**config.mk**
```make
export PLATFORM = sky130hd
export DESIGN_NAME = lsfForwardTop
export DESIGN_NICKNAME = d
export VERILOG_FILES = /design/src/hw/lsfPkg.sv /design/src/hw/lsfAddrCompare.sv /design/src/hw/lsfForwardBuf.sv /design/src/hw/lsfDataCombine.sv /design/src/hw/lsfForwardTop.sv
export SDC_FILE = /design/constraint.sdc
export NUM_CORES = 2
export LEC_CHECK = 0
export BUFFER_PORTS_ARGS = -buffer_cell sky130_fd_sc_hd__buf_2
export CAP_MARGIN = 20
export CELL_PAD_IN_SITES_DETAIL_PLACEMENT = 0
export CELL_PAD_IN_SITES_GLOBAL_PLACEMENT = 2
export CORE_MARGIN = 3
export CORE_UTILIZATION = 30
export DETAILED_ROUTE_END_ITERATION = 10
export PLACE_DENSITY_LB_ADDON = 0.12
export SYNTH_ARGS = -nofsm -noshare
export SYNTH_HDL_FRONTEND = slang
export SYNTH_SLANG_ARGS = --single-unit
```
**constraint.sdc**
```tcl
create_clock -name clk -period 9.1 [get_ports clk]
set_input_delay 0.91 -clock clk [delete_from_list [all_inputs] [get_ports clk]]
set_output_delay 0.91 -clock clk [all_outputs]
set_load 0.02 [all_outputs]
```
**src/hw/lsfPkg.sv**
```systemverilog
`default_nettype none

package lsfPkg;

  localparam int LINE_BYTES  = 16;
  localparam int BANK_COUNT  = 4;   // 32-bit banks per line
  localparam int LSF_ENTRIES = 4;
  localparam int TAG_WIDTH   = 8;

  typedef logic [27:0]             lineAddrT;  // address above the 16-byte line
  typedef logic [3:0]              byteOffT;   // bank in [3:2]
  typedef logic [LINE_BYTES*8-1:0] lsDataT;
  typedef logic [BANK_COUNT-1:0]   bankMaskT;
  typedef logic [TAG_WIDTH-1:0]    wqTagT;

  // top bit set for a left shift, low bits are the byte count
  typedef logic [4:0] shiftT;

  typedef enum logic [2:0] {
    szByte  = 3'd0,
    szHalf  = 3'd1,
    szWord  = 3'd2,
    szDword = 3'd3,
    szQuad  = 3'd4
  } lsSizeT;

  typedef enum logic [1:0] {
    fwdNone     = 2'd0,  // disjoint or other line
    fwdCover    = 2'd1,  // store holds the whole load
    fwdByBank   = 2'd2,  // load holds a word or larger store
    fwdConflict = 2'd3   // load holds a sub-word store
  } fwdKindT;

  function automatic logic [4:0] sizeBytes(input lsSizeT sz);
    case (sz)
      szByte:  return 5'd1;
      szHalf:  return 5'd2;
      szWord:  return 5'd4;
      szDword: return 5'd8;
      default: return 5'd16;
    endcase
  endfunction

endpackage

`default_nettype wire

```
**src/hw/lsfAddrCompare.sv**
```systemverilog
`timescale 1ns/1ps
`default_nettype none

module lsfAddrCompare (
  input  logic             clk,
  input  logic             rst,
  input  logic             except,
  input  logic             reqEn,
  input  lsfPkg::lineAddrT reqLine,
  input  lsfPkg::byteOffT  reqOff,
  input  lsfPkg::lsSizeT   reqSize,
  input  lsfPkg::lineAddrT stLine,
  input  lsfPkg::byteOffT  stOff,
  input  lsfPkg::lsSizeT   stSize,
  input  lsfPkg::wqTagT    stTag,
  input  logic             stRdy,
  input  lsfPkg::lsDataT   stData,
  input  logic             wbEn,
  input  lsfPkg::wqTagT    wbTag,
  input  lsfPkg::lsDataT   wbData,
  input  logic             doStall,
  output logic             cmpValid,
  output lsfPkg::fwdKindT  cmpKind,
  output lsfPkg::shiftT    cmpShift,
  output lsfPkg::lsSizeT   cmpSize,
  output lsfPkg::wqTagT    cmpTag,
  output logic             cmpRdy,
  output lsfPkg::lsDataT   cmpData
);

  import lsfPkg::*;

  logic [4:0] ldEnd;  // one past the last load byte
  logic [4:0] stEnd;
  logic       sameLine;
  logic       stHoldsLd;
  logic       ldHoldsSt;
  logic       take;
  logic       wbHit;
  fwdKindT    kind;
  shiftT      shift;

  assign ldEnd = {1'b0, reqOff} + sizeBytes(reqSize);
  assign stEnd = {1'b0, stOff} + sizeBytes(stSize);

  assign sameLine  = reqLine == stLine;
  assign stHoldsLd = (stOff <= reqOff) && (ldEnd <= stEnd);
  assign ldHoldsSt = (reqOff <= stOff) && (stEnd <= ldEnd);

  assign take  = reqEn && !doStall;
  assign wbHit = wbEn && (wbTag == stTag);

  // aligned ranges either nest or miss each other
  always_comb begin
    kind = fwdNone;
    if (sameLine) begin
      if (stHoldsLd) begin
        kind = fwdCover;  // equal ranges land here too
      end else if (ldHoldsSt) begin
        kind = (stSize >= szWord) ? fwdByBank : fwdConflict;
      end
    end
  end

  always_comb begin
    if (reqOff >= stOff) begin
      shift = {1'b0, reqOff - stOff};  // store starts first, move it down
    end else begin
      shift = {1'b1, stOff - reqOff};
    end
  end

  always_ff @(posedge clk) begin
    if (rst || except) begin
      cmpValid <= 1'b0;
    end else begin
      cmpValid <= take;
    end
  end

  always_ff @(posedge clk) begin
    if (take) begin
      cmpKind  <= kind;
      cmpShift <= shift;
      cmpSize  <= reqSize;
      cmpTag   <= stTag;
      cmpRdy   <= stRdy || wbHit;
      cmpData  <= wbHit ? wbData : stData;  // write-back caught this cycle
    end
  end

endmodule

`default_nettype wire

```
**src/hw/lsfForwardBuf.sv**
```systemverilog
`timescale 1ns/1ps
`default_nettype none

module lsfForwardBuf (
  input  logic            clk,
  input  logic            rst,
  input  logic            except,
  input  logic            cmpValid,
  input  lsfPkg::fwdKindT cmpKind,
  input  lsfPkg::shiftT   cmpShift,
  input  lsfPkg::lsSizeT  cmpSize,
  input  lsfPkg::wqTagT   cmpTag,
  input  logic            cmpRdy,
  input  lsfPkg::lsDataT  cmpData,
  input  logic            wbEn,
  input  lsfPkg::wqTagT   wbTag,
  input  lsfPkg::lsDataT  wbData,
  input  logic            outPortEn,
  output logic            doStall,
  output logic            popValid,
  output lsfPkg::fwdKindT popKind,
  output lsfPkg::shiftT   popShift,
  output lsfPkg::lsSizeT  popSize,
  output lsfPkg::lsDataT  popData
);

  import lsfPkg::*;

  typedef logic [$clog2(LSF_ENTRIES)-1:0] ptrT;
  typedef logic [$clog2(LSF_ENTRIES):0]   cntT;

  fwdKindT entKind  [LSF_ENTRIES];
  shiftT   entShift [LSF_ENTRIES];
  lsSizeT  entSize  [LSF_ENTRIES];
  wqTagT   entTag   [LSF_ENTRIES];
  lsDataT  entData  [LSF_ENTRIES];

  logic [LSF_ENTRIES-1:0] entRdy;  // store data present
  logic [LSF_ENTRIES-1:0] wbCatch;

  ptrT  head;
  ptrT  tail;
  cntT  count;
  logic pushHit;
  logic pushRdy;
  logic pop;

  assign pushHit = wbEn && (wbTag == cmpTag);

  // no data source needed for these kinds
  assign pushRdy = cmpRdy || pushHit || (cmpKind == fwdNone) || (cmpKind == fwdConflict);

  always_comb begin
    for (int i = 0; i < LSF_ENTRIES; i++) begin
      wbCatch[i] = wbEn && !entRdy[i] && (entTag[i] == wbTag);
    end
  end

  assign pop     = (count != '0) && entRdy[head] && outPortEn;  // oldest only
  assign doStall = (count + cntT'(cmpValid)) >= cntT'(LSF_ENTRIES);

  always_ff @(posedge clk) begin
    if (rst || except) begin
      head     <= '0;
      tail     <= '0;
      count    <= '0;
      popValid <= 1'b0;
    end else begin
      popValid <= pop;
      if (cmpValid) begin
        tail <= tail + 1'b1;
      end
      if (pop) begin
        head <= head + 1'b1;
      end
      count <= count + cntT'(cmpValid) - cntT'(pop);
    end
  end

  always_ff @(posedge clk) begin
    if (rst || except) begin
      entRdy <= '0;
    end else begin
      entRdy <= entRdy | wbCatch;
      if (cmpValid) begin
        entRdy[tail] <= pushRdy;
      end
    end
  end

  always_ff @(posedge clk) begin
    for (int i = 0; i < LSF_ENTRIES; i++) begin
      if (wbCatch[i]) begin
        entData[i] <= wbData;
      end
    end
    if (cmpValid) begin
      entKind[tail]  <= cmpKind;
      entShift[tail] <= cmpShift;
      entSize[tail]  <= cmpSize;
      entTag[tail]   <= cmpTag;
      entData[tail]  <= (pushHit && !cmpRdy) ? wbData : cmpData;
    end
  end

  always_ff @(posedge clk) begin
    if (pop) begin
      popKind  <= entKind[head];
      popShift <= entShift[head];
      popSize  <= entSize[head];
      popData  <= entData[head];
    end
  end

endmodule

`default_nettype wire

```
**src/hw/lsfDataCombine.sv**
```systemverilog
`timescale 1ns/1ps
`default_nettype none

module lsfDataCombine (
  input  logic             clk,
  input  logic             rst,
  input  logic             except,
  input  logic             popValid,
  input  lsfPkg::fwdKindT  popKind,
  input  lsfPkg::shiftT    popShift,
  input  lsfPkg::lsSizeT   popSize,
  input  lsfPkg::lsDataT   popData,
  output logic             outValid,
  output lsfPkg::fwdKindT  outKind,
  output lsfPkg::lsDataT   outData,
  output lsfPkg::bankMaskT outBnRead
);

  import lsfPkg::*;

  lsDataT     shData;
  lsDataT     sizeMask;
  bankMaskT   bnRead;
  logic [4:0] loadBytes;

  assign loadBytes = sizeBytes(popSize);

  // byte shift of 0 to 15 in either direction
  always_comb begin
    shData = '0;
    for (int k = 0; k < LINE_BYTES; k++) begin
      if (popShift[3:0] == 4'(k)) begin
        shData = popShift[4] ? (popData << (8 * k)) : (popData >> (8 * k));
      end
    end
  end

  always_comb begin
    for (int b = 0; b < LINE_BYTES; b++) begin
      sizeMask[8*b +: 8] = (b < loadBytes) ? 8'hff : 8'h00;
    end
  end

  always_comb begin
    bnRead = '1;
    if (popKind == fwdCover) begin
      bnRead = '0;
    end else if (popKind == fwdByBank) begin
      for (int i = 0; i < BANK_COUNT; i++) begin
        bnRead[i] = (i * (LINE_BYTES / BANK_COUNT)) < popShift[3:0];  // below the store
      end
    end
  end

  always_ff @(posedge clk) begin
    if (rst || except) begin
      outValid <= 1'b0;
    end else begin
      outValid <= popValid;
    end
  end

  always_ff @(posedge clk) begin
    if (popValid) begin
      outKind   <= popKind;
      outBnRead <= bnRead;
      if ((popKind == fwdCover) || (popKind == fwdByBank)) begin
        outData <= shData & sizeMask;
      end else begin
        outData <= '0;  // all from cache
      end
    end
  end

endmodule

`default_nettype wire

```
**src/hw/lsfForwardTop.sv**
```systemverilog
`timescale 1ns/1ps
`default_nettype none

module lsfForwardTop (
  input  logic             clk,
  input  logic             rst,
  input  logic             reqEn,
  input  lsfPkg::lineAddrT reqLine,
  input  lsfPkg::byteOffT  reqOff,
  input  lsfPkg::lsSizeT   reqSize,
  input  lsfPkg::lineAddrT stLine,
  input  lsfPkg::byteOffT  stOff,
  input  lsfPkg::lsSizeT   stSize,
  input  lsfPkg::wqTagT    stTag,
  input  logic             stRdy,
  input  lsfPkg::lsDataT   stData,
  input  logic             wbEn,
  input  lsfPkg::wqTagT    wbTag,
  input  lsfPkg::lsDataT   wbData,
  input  logic             outPortEn,
  input  logic             except,
  output logic             doStall,
  output logic             outValid,
  output lsfPkg::fwdKindT  outKind,
  output lsfPkg::lsDataT   outData,
  output lsfPkg::bankMaskT outBnRead
);

  import lsfPkg::*;

  logic    cmpValid;
  fwdKindT cmpKind;
  shiftT   cmpShift;
  lsSizeT  cmpSize;
  wqTagT   cmpTag;
  logic    cmpRdy;
  lsDataT  cmpData;

  logic    popValid;
  fwdKindT popKind;
  shiftT   popShift;
  lsSizeT  popSize;
  lsDataT  popData;

  lsfAddrCompare u_addrCompare (
    .clk(clk), .rst(rst), .except(except),
    .reqEn(reqEn), .reqLine(reqLine), .reqOff(reqOff), .reqSize(reqSize),
    .stLine(stLine), .stOff(stOff), .stSize(stSize), .stTag(stTag),
    .stRdy(stRdy), .stData(stData),
    .wbEn(wbEn), .wbTag(wbTag), .wbData(wbData),
    .doStall(doStall),  // fed back from the buffer
    .cmpValid(cmpValid), .cmpKind(cmpKind), .cmpShift(cmpShift), .cmpSize(cmpSize),
    .cmpTag(cmpTag), .cmpRdy(cmpRdy), .cmpData(cmpData)
  );

  lsfForwardBuf u_forwardBuf (
    .clk(clk), .rst(rst), .except(except),
    .cmpValid(cmpValid), .cmpKind(cmpKind), .cmpShift(cmpShift), .cmpSize(cmpSize),
    .cmpTag(cmpTag), .cmpRdy(cmpRdy), .cmpData(cmpData),
    .wbEn(wbEn), .wbTag(wbTag), .wbData(wbData),
    .outPortEn(outPortEn),
    .doStall(doStall),
    .popValid(popValid), .popKind(popKind), .popShift(popShift), .popSize(popSize),
    .popData(popData)
  );

  lsfDataCombine u_dataCombine (
    .clk(clk), .rst(rst), .except(except),
    .popValid(popValid), .popKind(popKind), .popShift(popShift), .popSize(popSize),
    .popData(popData),
    .outValid(outValid), .outKind(outKind), .outData(outData), .outBnRead(outBnRead)
  );

endmodule

`default_nettype wire

```
Yosys cells after proc, flatten, opt, wreduce, memory -nomap -nowiden --
Memory sizes are Yosys's and may differ from the RTL's. A register that Yosys moved wholly into a read port is not among the register bits. Cells that the tools add are included. Widths: inputs -> output; s select.
Word-level totals: word-level logic and storage cells 207, bits in writable memories 584, memories kept 5, register bits 295, input port bits 349
Cells by class: bitwise logic cells 4, reductions and logical operators 36, order comparisons 30, eq/ne operators 34, multiplexer cells 73, add/subtract/negate cells 8
Memory list:
- u_forwardBuf.entData | words 4, bits a word 128, rd ports 1, clocked after Yosys merged registers in 1, write ports 5, line lsfForwardBuf.sv:36 | lsDataT entData [LSF_ENTRIES];
- u_forwardBuf.entTag | words 4, bits a word 8, rd ports 4, clocked after Yosys merged registers in 0, write ports 1, line lsfForwardBuf.sv:35 | wqTagT entTag [LSF_ENTRIES];
- u_forwardBuf.entShift | words 4, bits a word 5, rd ports 1, clocked after Yosys merged registers in 1, write ports 1, line lsfForwardBuf.sv:33 | shiftT entShift [LSF_ENTRIES];
- u_forwardBuf.entSize | words 4, bits a word 3, rd ports 1, clocked after Yosys merged registers in 1, write ports 1, line lsfForwardBuf.sv:34 | lsSizeT entSize [LSF_ENTRIES];
- u_forwardBuf.entKind | words 4, bits a word 2, rd ports 1, clocked after Yosys merged registers in 1, write ports 1, line lsfForwardBuf.sv:32 | fwdKindT entKind [LSF_ENTRIES];
Operator list (number):
- $mux 128 | 33
- $and 128x128->128 | 1
- $mux 8 | 16
- $pmux 5 s4 | 3
- $eq 8x8->1 | 6
- $lt 4x5->1 const A | 8
- $eq 4x4->1 const B | 8
- $eq 28x28->1 | 1
- $lt 3x5->1 const A | 4
- $eq 3x2->1 const B | 6
- $logic_and 1x1->1 | 17
- $eq 4x3->1 const B | 4
- $mux 1 | 15
- $add 4x5->5 | 2
- $le 5x5->1 | 2
- $lt 1x5->1 const A | 2
- $lt 2x5->1 const A | 2
- $eq 3x1->1 const B | 3
- $logic_not 3->1 | 3
- $eq 4x2->1 const B | 2
- $le 4x4->1 | 2
- $lt 4x4->1 const A | 2
- $mux 4 | 2
- $sub 4x4->4 | 2
- other kinds (25) | 39

Longest topological paths before layout --
depth in word-level cells 18, mapped depth 14

Hierarchy --
From an unflattened synthesis, not the netlist that was laid out.
Second synthesis, totals: cell total of the unflattened synthesis 5476, area, all modules 65104.9 µm²
By module, submodules not included:
- lsfForwardBuf | cells an instance 1603, seq. area each 21921.0 µm², times used 1, area each 34747.1 µm²
- lsfDataCombine | cells an instance 3433, seq. area each 4043.9 µm², times used 1, area each 23134.7 µm²
- lsfAddrCompare | cells an instance 440, seq. area each 4434.3 µm², times used 1, area each 7223.2 µm²

Least setup slack after synthesis --
Ideal clock, no wire load.
path kind input to register, from input outPortEn, to register u_forwardBuf.count[2], data arrival time 5.137 ns, buffers on the path 0, path slack 3.835 ns, setup time 0.128 ns, data required time 8.972 ns, stages on the path 5, cells stage by stage o311a_1 > ha_1 > ha_1 > xnor2_1 > nor2_1
Between the ends: cells in the longest elaborated chain, start to end 2
RTL lines:
- start: declaration | line lsfForwardTop.sv:20 | input logic outPortEn,
- $logic_and 1x1->1 | line lsfForwardBuf.sv:59 | assign pop = (count != '0) && entRdy[head] && outPortEn;
- $sub 3x1->3 | line lsfForwardBuf.sv:76 | count <= count + cntT'(cmpValid) - cntT'(pop);
- end signal: assignment | line lsfForwardBuf.sv:76
- end: declaration | line lsfForwardBuf.sv:43 | cntT count;
No other way between the ends. A chain may end at the register's enable or synchronous reset.

Worst setup path in the final report --
from register u_forwardBuf.popShift[1] (read register of u_forwardBuf.entShift), to register u_dataCombine.outData[109] (data pin)
Between the ends: cells in the longest elaborated chain, start to end 18, elaborated cells between the ends (all ways) 33, classes of those cells eq/ne (15); mux (16); bitwise (1); reduce/logical (1)
RTL lines:
- start: declaration | line lsfForwardBuf.sv:22 | output lsfPkg::shiftT popShift,
- $logic_not 4->1 | line lsfDataCombine.sv:32 | if (popShift[3:0] == 4'(k)) begin
- $mux 128 (15 in series) | line lsfDataCombine.sv:32
- $mux 128 * | line lsfDataCombine.sv:32
- $and 128x128->128 * | line lsfDataCombine.sv:68 | outData <= shData & sizeMask;
- end signal: assignment | line lsfDataCombine.sv:68
- end: declaration | line lsfDataCombine.sv:15 | output lsfPkg::lsDataT outData,
Every way passes the cells marked *; elsewhere a longest branch is shown, timed or not.

==> results by group <==
Run status
  • Status: finished clean

STA
  • Final Slew Violations: 0
  • Final worst-path cycle share: 0.5013
  • Final setup vio count: 0
  • Final min period: 4.562 ns
  • Fin Setup TNS: 0 ns
  • Peak Freq: 219.2 MHz
  • Slew @ Worst Pin: 1.241 ns
  • RSZ-0062 raised after global routing: false
  • Hold Fails Final Rpt: 0
  • Clk_skew: between 0.03 and 0.04 ns
  • Worst hold margin: 0.2950 ns
  • Slew margin rel.: 0.1725

Global routing
  • GRT Overall Usage: 0.2936
  • Initial antenna violation count: about 40
  • Grt total ovfl: 0
  • Largest net degree at the start of global routing: around 130
  • Global-route wire length before repair: 436200 µm
  • Via count of the first global-routing pass: 50720

Power and ir drop
  • Pleak: 23.29 nW
  • PD cells: 149.0 nW/µm²
  • Worst ir drop on vdd: 0.1596 mV

Clock tree
  • Clock transition at path regs: around 0.070 ns
  • CTS tree: done
  • Worst skew pair latency: 0.78 ns
  • CTS Hold Bufs: 0
  • CTS Root Cell: clkbuf_16
  • Worst-case clock buffer depth: 3
  • Setup Fix Bufs, Post-CTS: 0
  • H-Tree Depth: 3
  • Num CTS Buffers: 118
  • Clock Sinks: 1017
  • Resized cells post-CTS: 0

Critical path
  • Worst path max stage delay: between 1 and 1.5 ns
  • Crit path from: u_forwardBuf.popShift[1]$_DFFE_PP_
  • Slowest-stage cell, CP: a2111oi_0
  • Worst setup EP type: flop
  • Critical path arrival: 5.03 ns
  • CP Launch Type: flop
  • Worst Setup Path Type: flop to flop
  • Worst Path Required: between 9 and 10 ns
  • Reg2reg start: u_forwardBuf.popShift[1]$_DFFE_PP_
  • Crit Path Max Fanout: ~110
  • Crit path cell chain: buf_12 > buf_4 > or4b_2 > buf_4 > a21oi_1 > a211oi_1 > a21oi_1 > a2111oi_0 > a211oi_1

Floorplanning
  • Die Width: 457.9 µm
  • Initial Utilization: 0.3025
  • Die Ht: around 460 µm
  • Die area: 209700 µm²
  • Core Box Area: 202500 µm²
  • Std cell rows: 165
  • # IOs: 485

Route
  • DR iter-0 viols: 7405
  • Vias/cell: 6.293
  • DRC: 0
  • Vias: between 50000 and 60000
  • Routed WL: ~320000 µm
  • 1st-pass router iterations: 9
  • Detail Route Antenna Nets: 0
  • WL/cell: 38.64 µm

Place
  • Port Buf Inserts: roughly 480
  • Detailed Place HPWL: around 210000 µm
  • GP Congestion: between 0.9 and 1

Synthesis
  • Top-area cell type share of the netlist area: 0.4916
  • Number of flops mapped to enable cells by yosys: 1003
  • Post-synth ARST share: 0
  • Synthesized instance count: 5222
  • Post-synth top area cell: edfxtp_1
  • Synth warn: 0
  • Synth unique cells: 100
  • Main flop type after synthesis: edfxtp_1
  • Synth Cell Area: 61270 µm²
  • Flops & latches, synth: 1017
  • Register area share after synthesis: 0.4962
  • Post-Syn Nets: 5606
  • Ranking of synthesized cells by area: edfxtp_1 (49%), mux2_2 (12%), mux4_2 (5.2%), a21oi_1 (4.1%), o21ai_0 (2.6%)
  • Avg Inst Size Synth: 11.73 µm²

Min path
  • Hold Crit Class: primary input to flop
  • Critical hold path startpoint: rst

Finish
  • Most frequent cells in the layout: edfxtp_1 (1003), mux2_2 (664), a21oi_1 (498), buf_2 (485), o21ai_0 (323)
  • Commonest non-fill, non-tap cell in the layout: edfxtp_1
  • Layout Nets: between 5000 and 6000
  • Synth-to-Final Area Change: 13.80%
  • Fraction of layout instances using a drive strength above 1: 0.3105
  • Layout fillers: 20250

Run
  • MaxCap Viol Count: 0
cells by family (layout without fill, tap and decap cells):
group                    after synthesis  in the layout  synth area share
flip-flops                          1017           1017            0.4962
adder cells (fa/ha/maj)               35             35          0.007638
other                                  0             22                 0
buffers and inverters                597            905           0.04801
AO/OA/AOI/OAI                       1673           1673            0.1773
XOR/XNOR                              90             90           0.01287
AND/OR/NAND/NOR                      970            970           0.07827
multiplexers                         840            840            0.1798
cell usage after synthesis (29+ instances only):
cell type  instances
o22ai_1           90
ha_1              31
nor4_1            36
a22oi_1           99
o21ai_0          324
a311oi_1          56
a21oi_1          498
buf_4             65
o221ai_1          30
inv_1             31
a22o_1            38
mux4_2           142
a211oi_1          60
nor2b_1           55
nor3_1            50
mux2i_1           34
nand2b_1          98
xnor2_1           60
o211ai_1          47
mux2_2           664
and2_1            29
buf_2            269
edfxtp_1        1003
a31oi_1          106
xor2_1            30
a221oi_1          42
clkbuf_1         182
buf_1             31
nand2_1          294
nand3_1           89
nor2_1           216
final timing paths:
check                                             endpoint  slack [ns]  cells past startpoint
hold reg to reg      u_forwardBuf.entShift[2][2]$_DFFE_PP_        0.50                      0
setup / recovery  u_dataCombine.outData[109]$_SDFFCE_PN0P_        4.54                      9
hold / removal            u_forwardBuf.popValid$_SDFF_PP0_        0.29                      2
setup reg to reg  u_dataCombine.outData[109]$_SDFFCE_PN0P_        4.54                      9
worst max-delay path, delay by kind of cell, from the launching register on:
family / cells / cell delay (ns)
compound gates: 5 / 1.73
buf+inv: 3 / 1.75
flops: 1 / 0.38
simple gates: 1 / 0.25
through the flow:
step	cell area (µm²)	setup slack (ns)	total power [mW]	utilization	instances
after global placement	65930	4.119	5.843	0.3255	7982
after global routing	69680	4.566	10.76	0.3441	8207
final	69720	4.538	10.39	0.3443	8224
after CTS	69670	4.714	10.54	0.3440	8202
after floorplan	61270	3.835	5.618	-	5222
after detailed placement	65950	4.681	5.849	0.3256	7985
power by group:
| group | switching [mW] | internal [mW] | total, mW |
|---|---|---|---|
| Clock | 2.04 | 2.61 | 4.64 |
| Sequential | 0.0450 | 5.22 | 5.26 |
| Combinational | 0.248 | 0.240 | 0.488 |
flip-flops by register name, summed over array words and instances (netlist names), 3 cells and up:
name                     flops
u_forwardBuf.count           3
u_forwardBuf.entKind         8
u_forwardBuf.entData       512
u_forwardBuf.entTag         32
u_addrCompare.cmpSize        3
u_addrCompare.cmpData      128
u_forwardBuf.entRdy          4
u_forwardBuf.popSize         3
u_dataCombine.outData      128
u_addrCompare.cmpTag         8
u_forwardBuf.popData       128
u_forwardBuf.entShift       20
u_addrCompare.cmpShift       5
u_forwardBuf.popShift        5
u_forwardBuf.entSize        12
u_dataCombine.outBnRead      4
per-layer routing:
metal | wire, µm | share of wire | GRT usage | vias up
met4 | 18050 | 0.057 | 0.1494 | 34
met2 | 131400 | 0.41 | 0.4165 | 3435
li1 | - | - | - | 21080
met1 | 134700 | 0.42 | 0.4075 | 26350
met5 | 396 | 0.0012 | 0.002526 | -
met3 | 33130 | 0.10 | 0.08077 | 853
cell type report:
class                   count  area (µm²)  area share
flip-flops and latches   1017       30410      0.4362
inverters                  34       136.4    0.001956
clock inverters            68       625.6    0.008973
multi-input cells        3608       28170      0.4040
repair buffers            654        3896     0.05588
well taps                2672        3343     0.04795
clock buffers             149        3090     0.04432
diodes                     22       55.05   0.0007896
No activity file was read; power rests on OpenSTA's default activity.
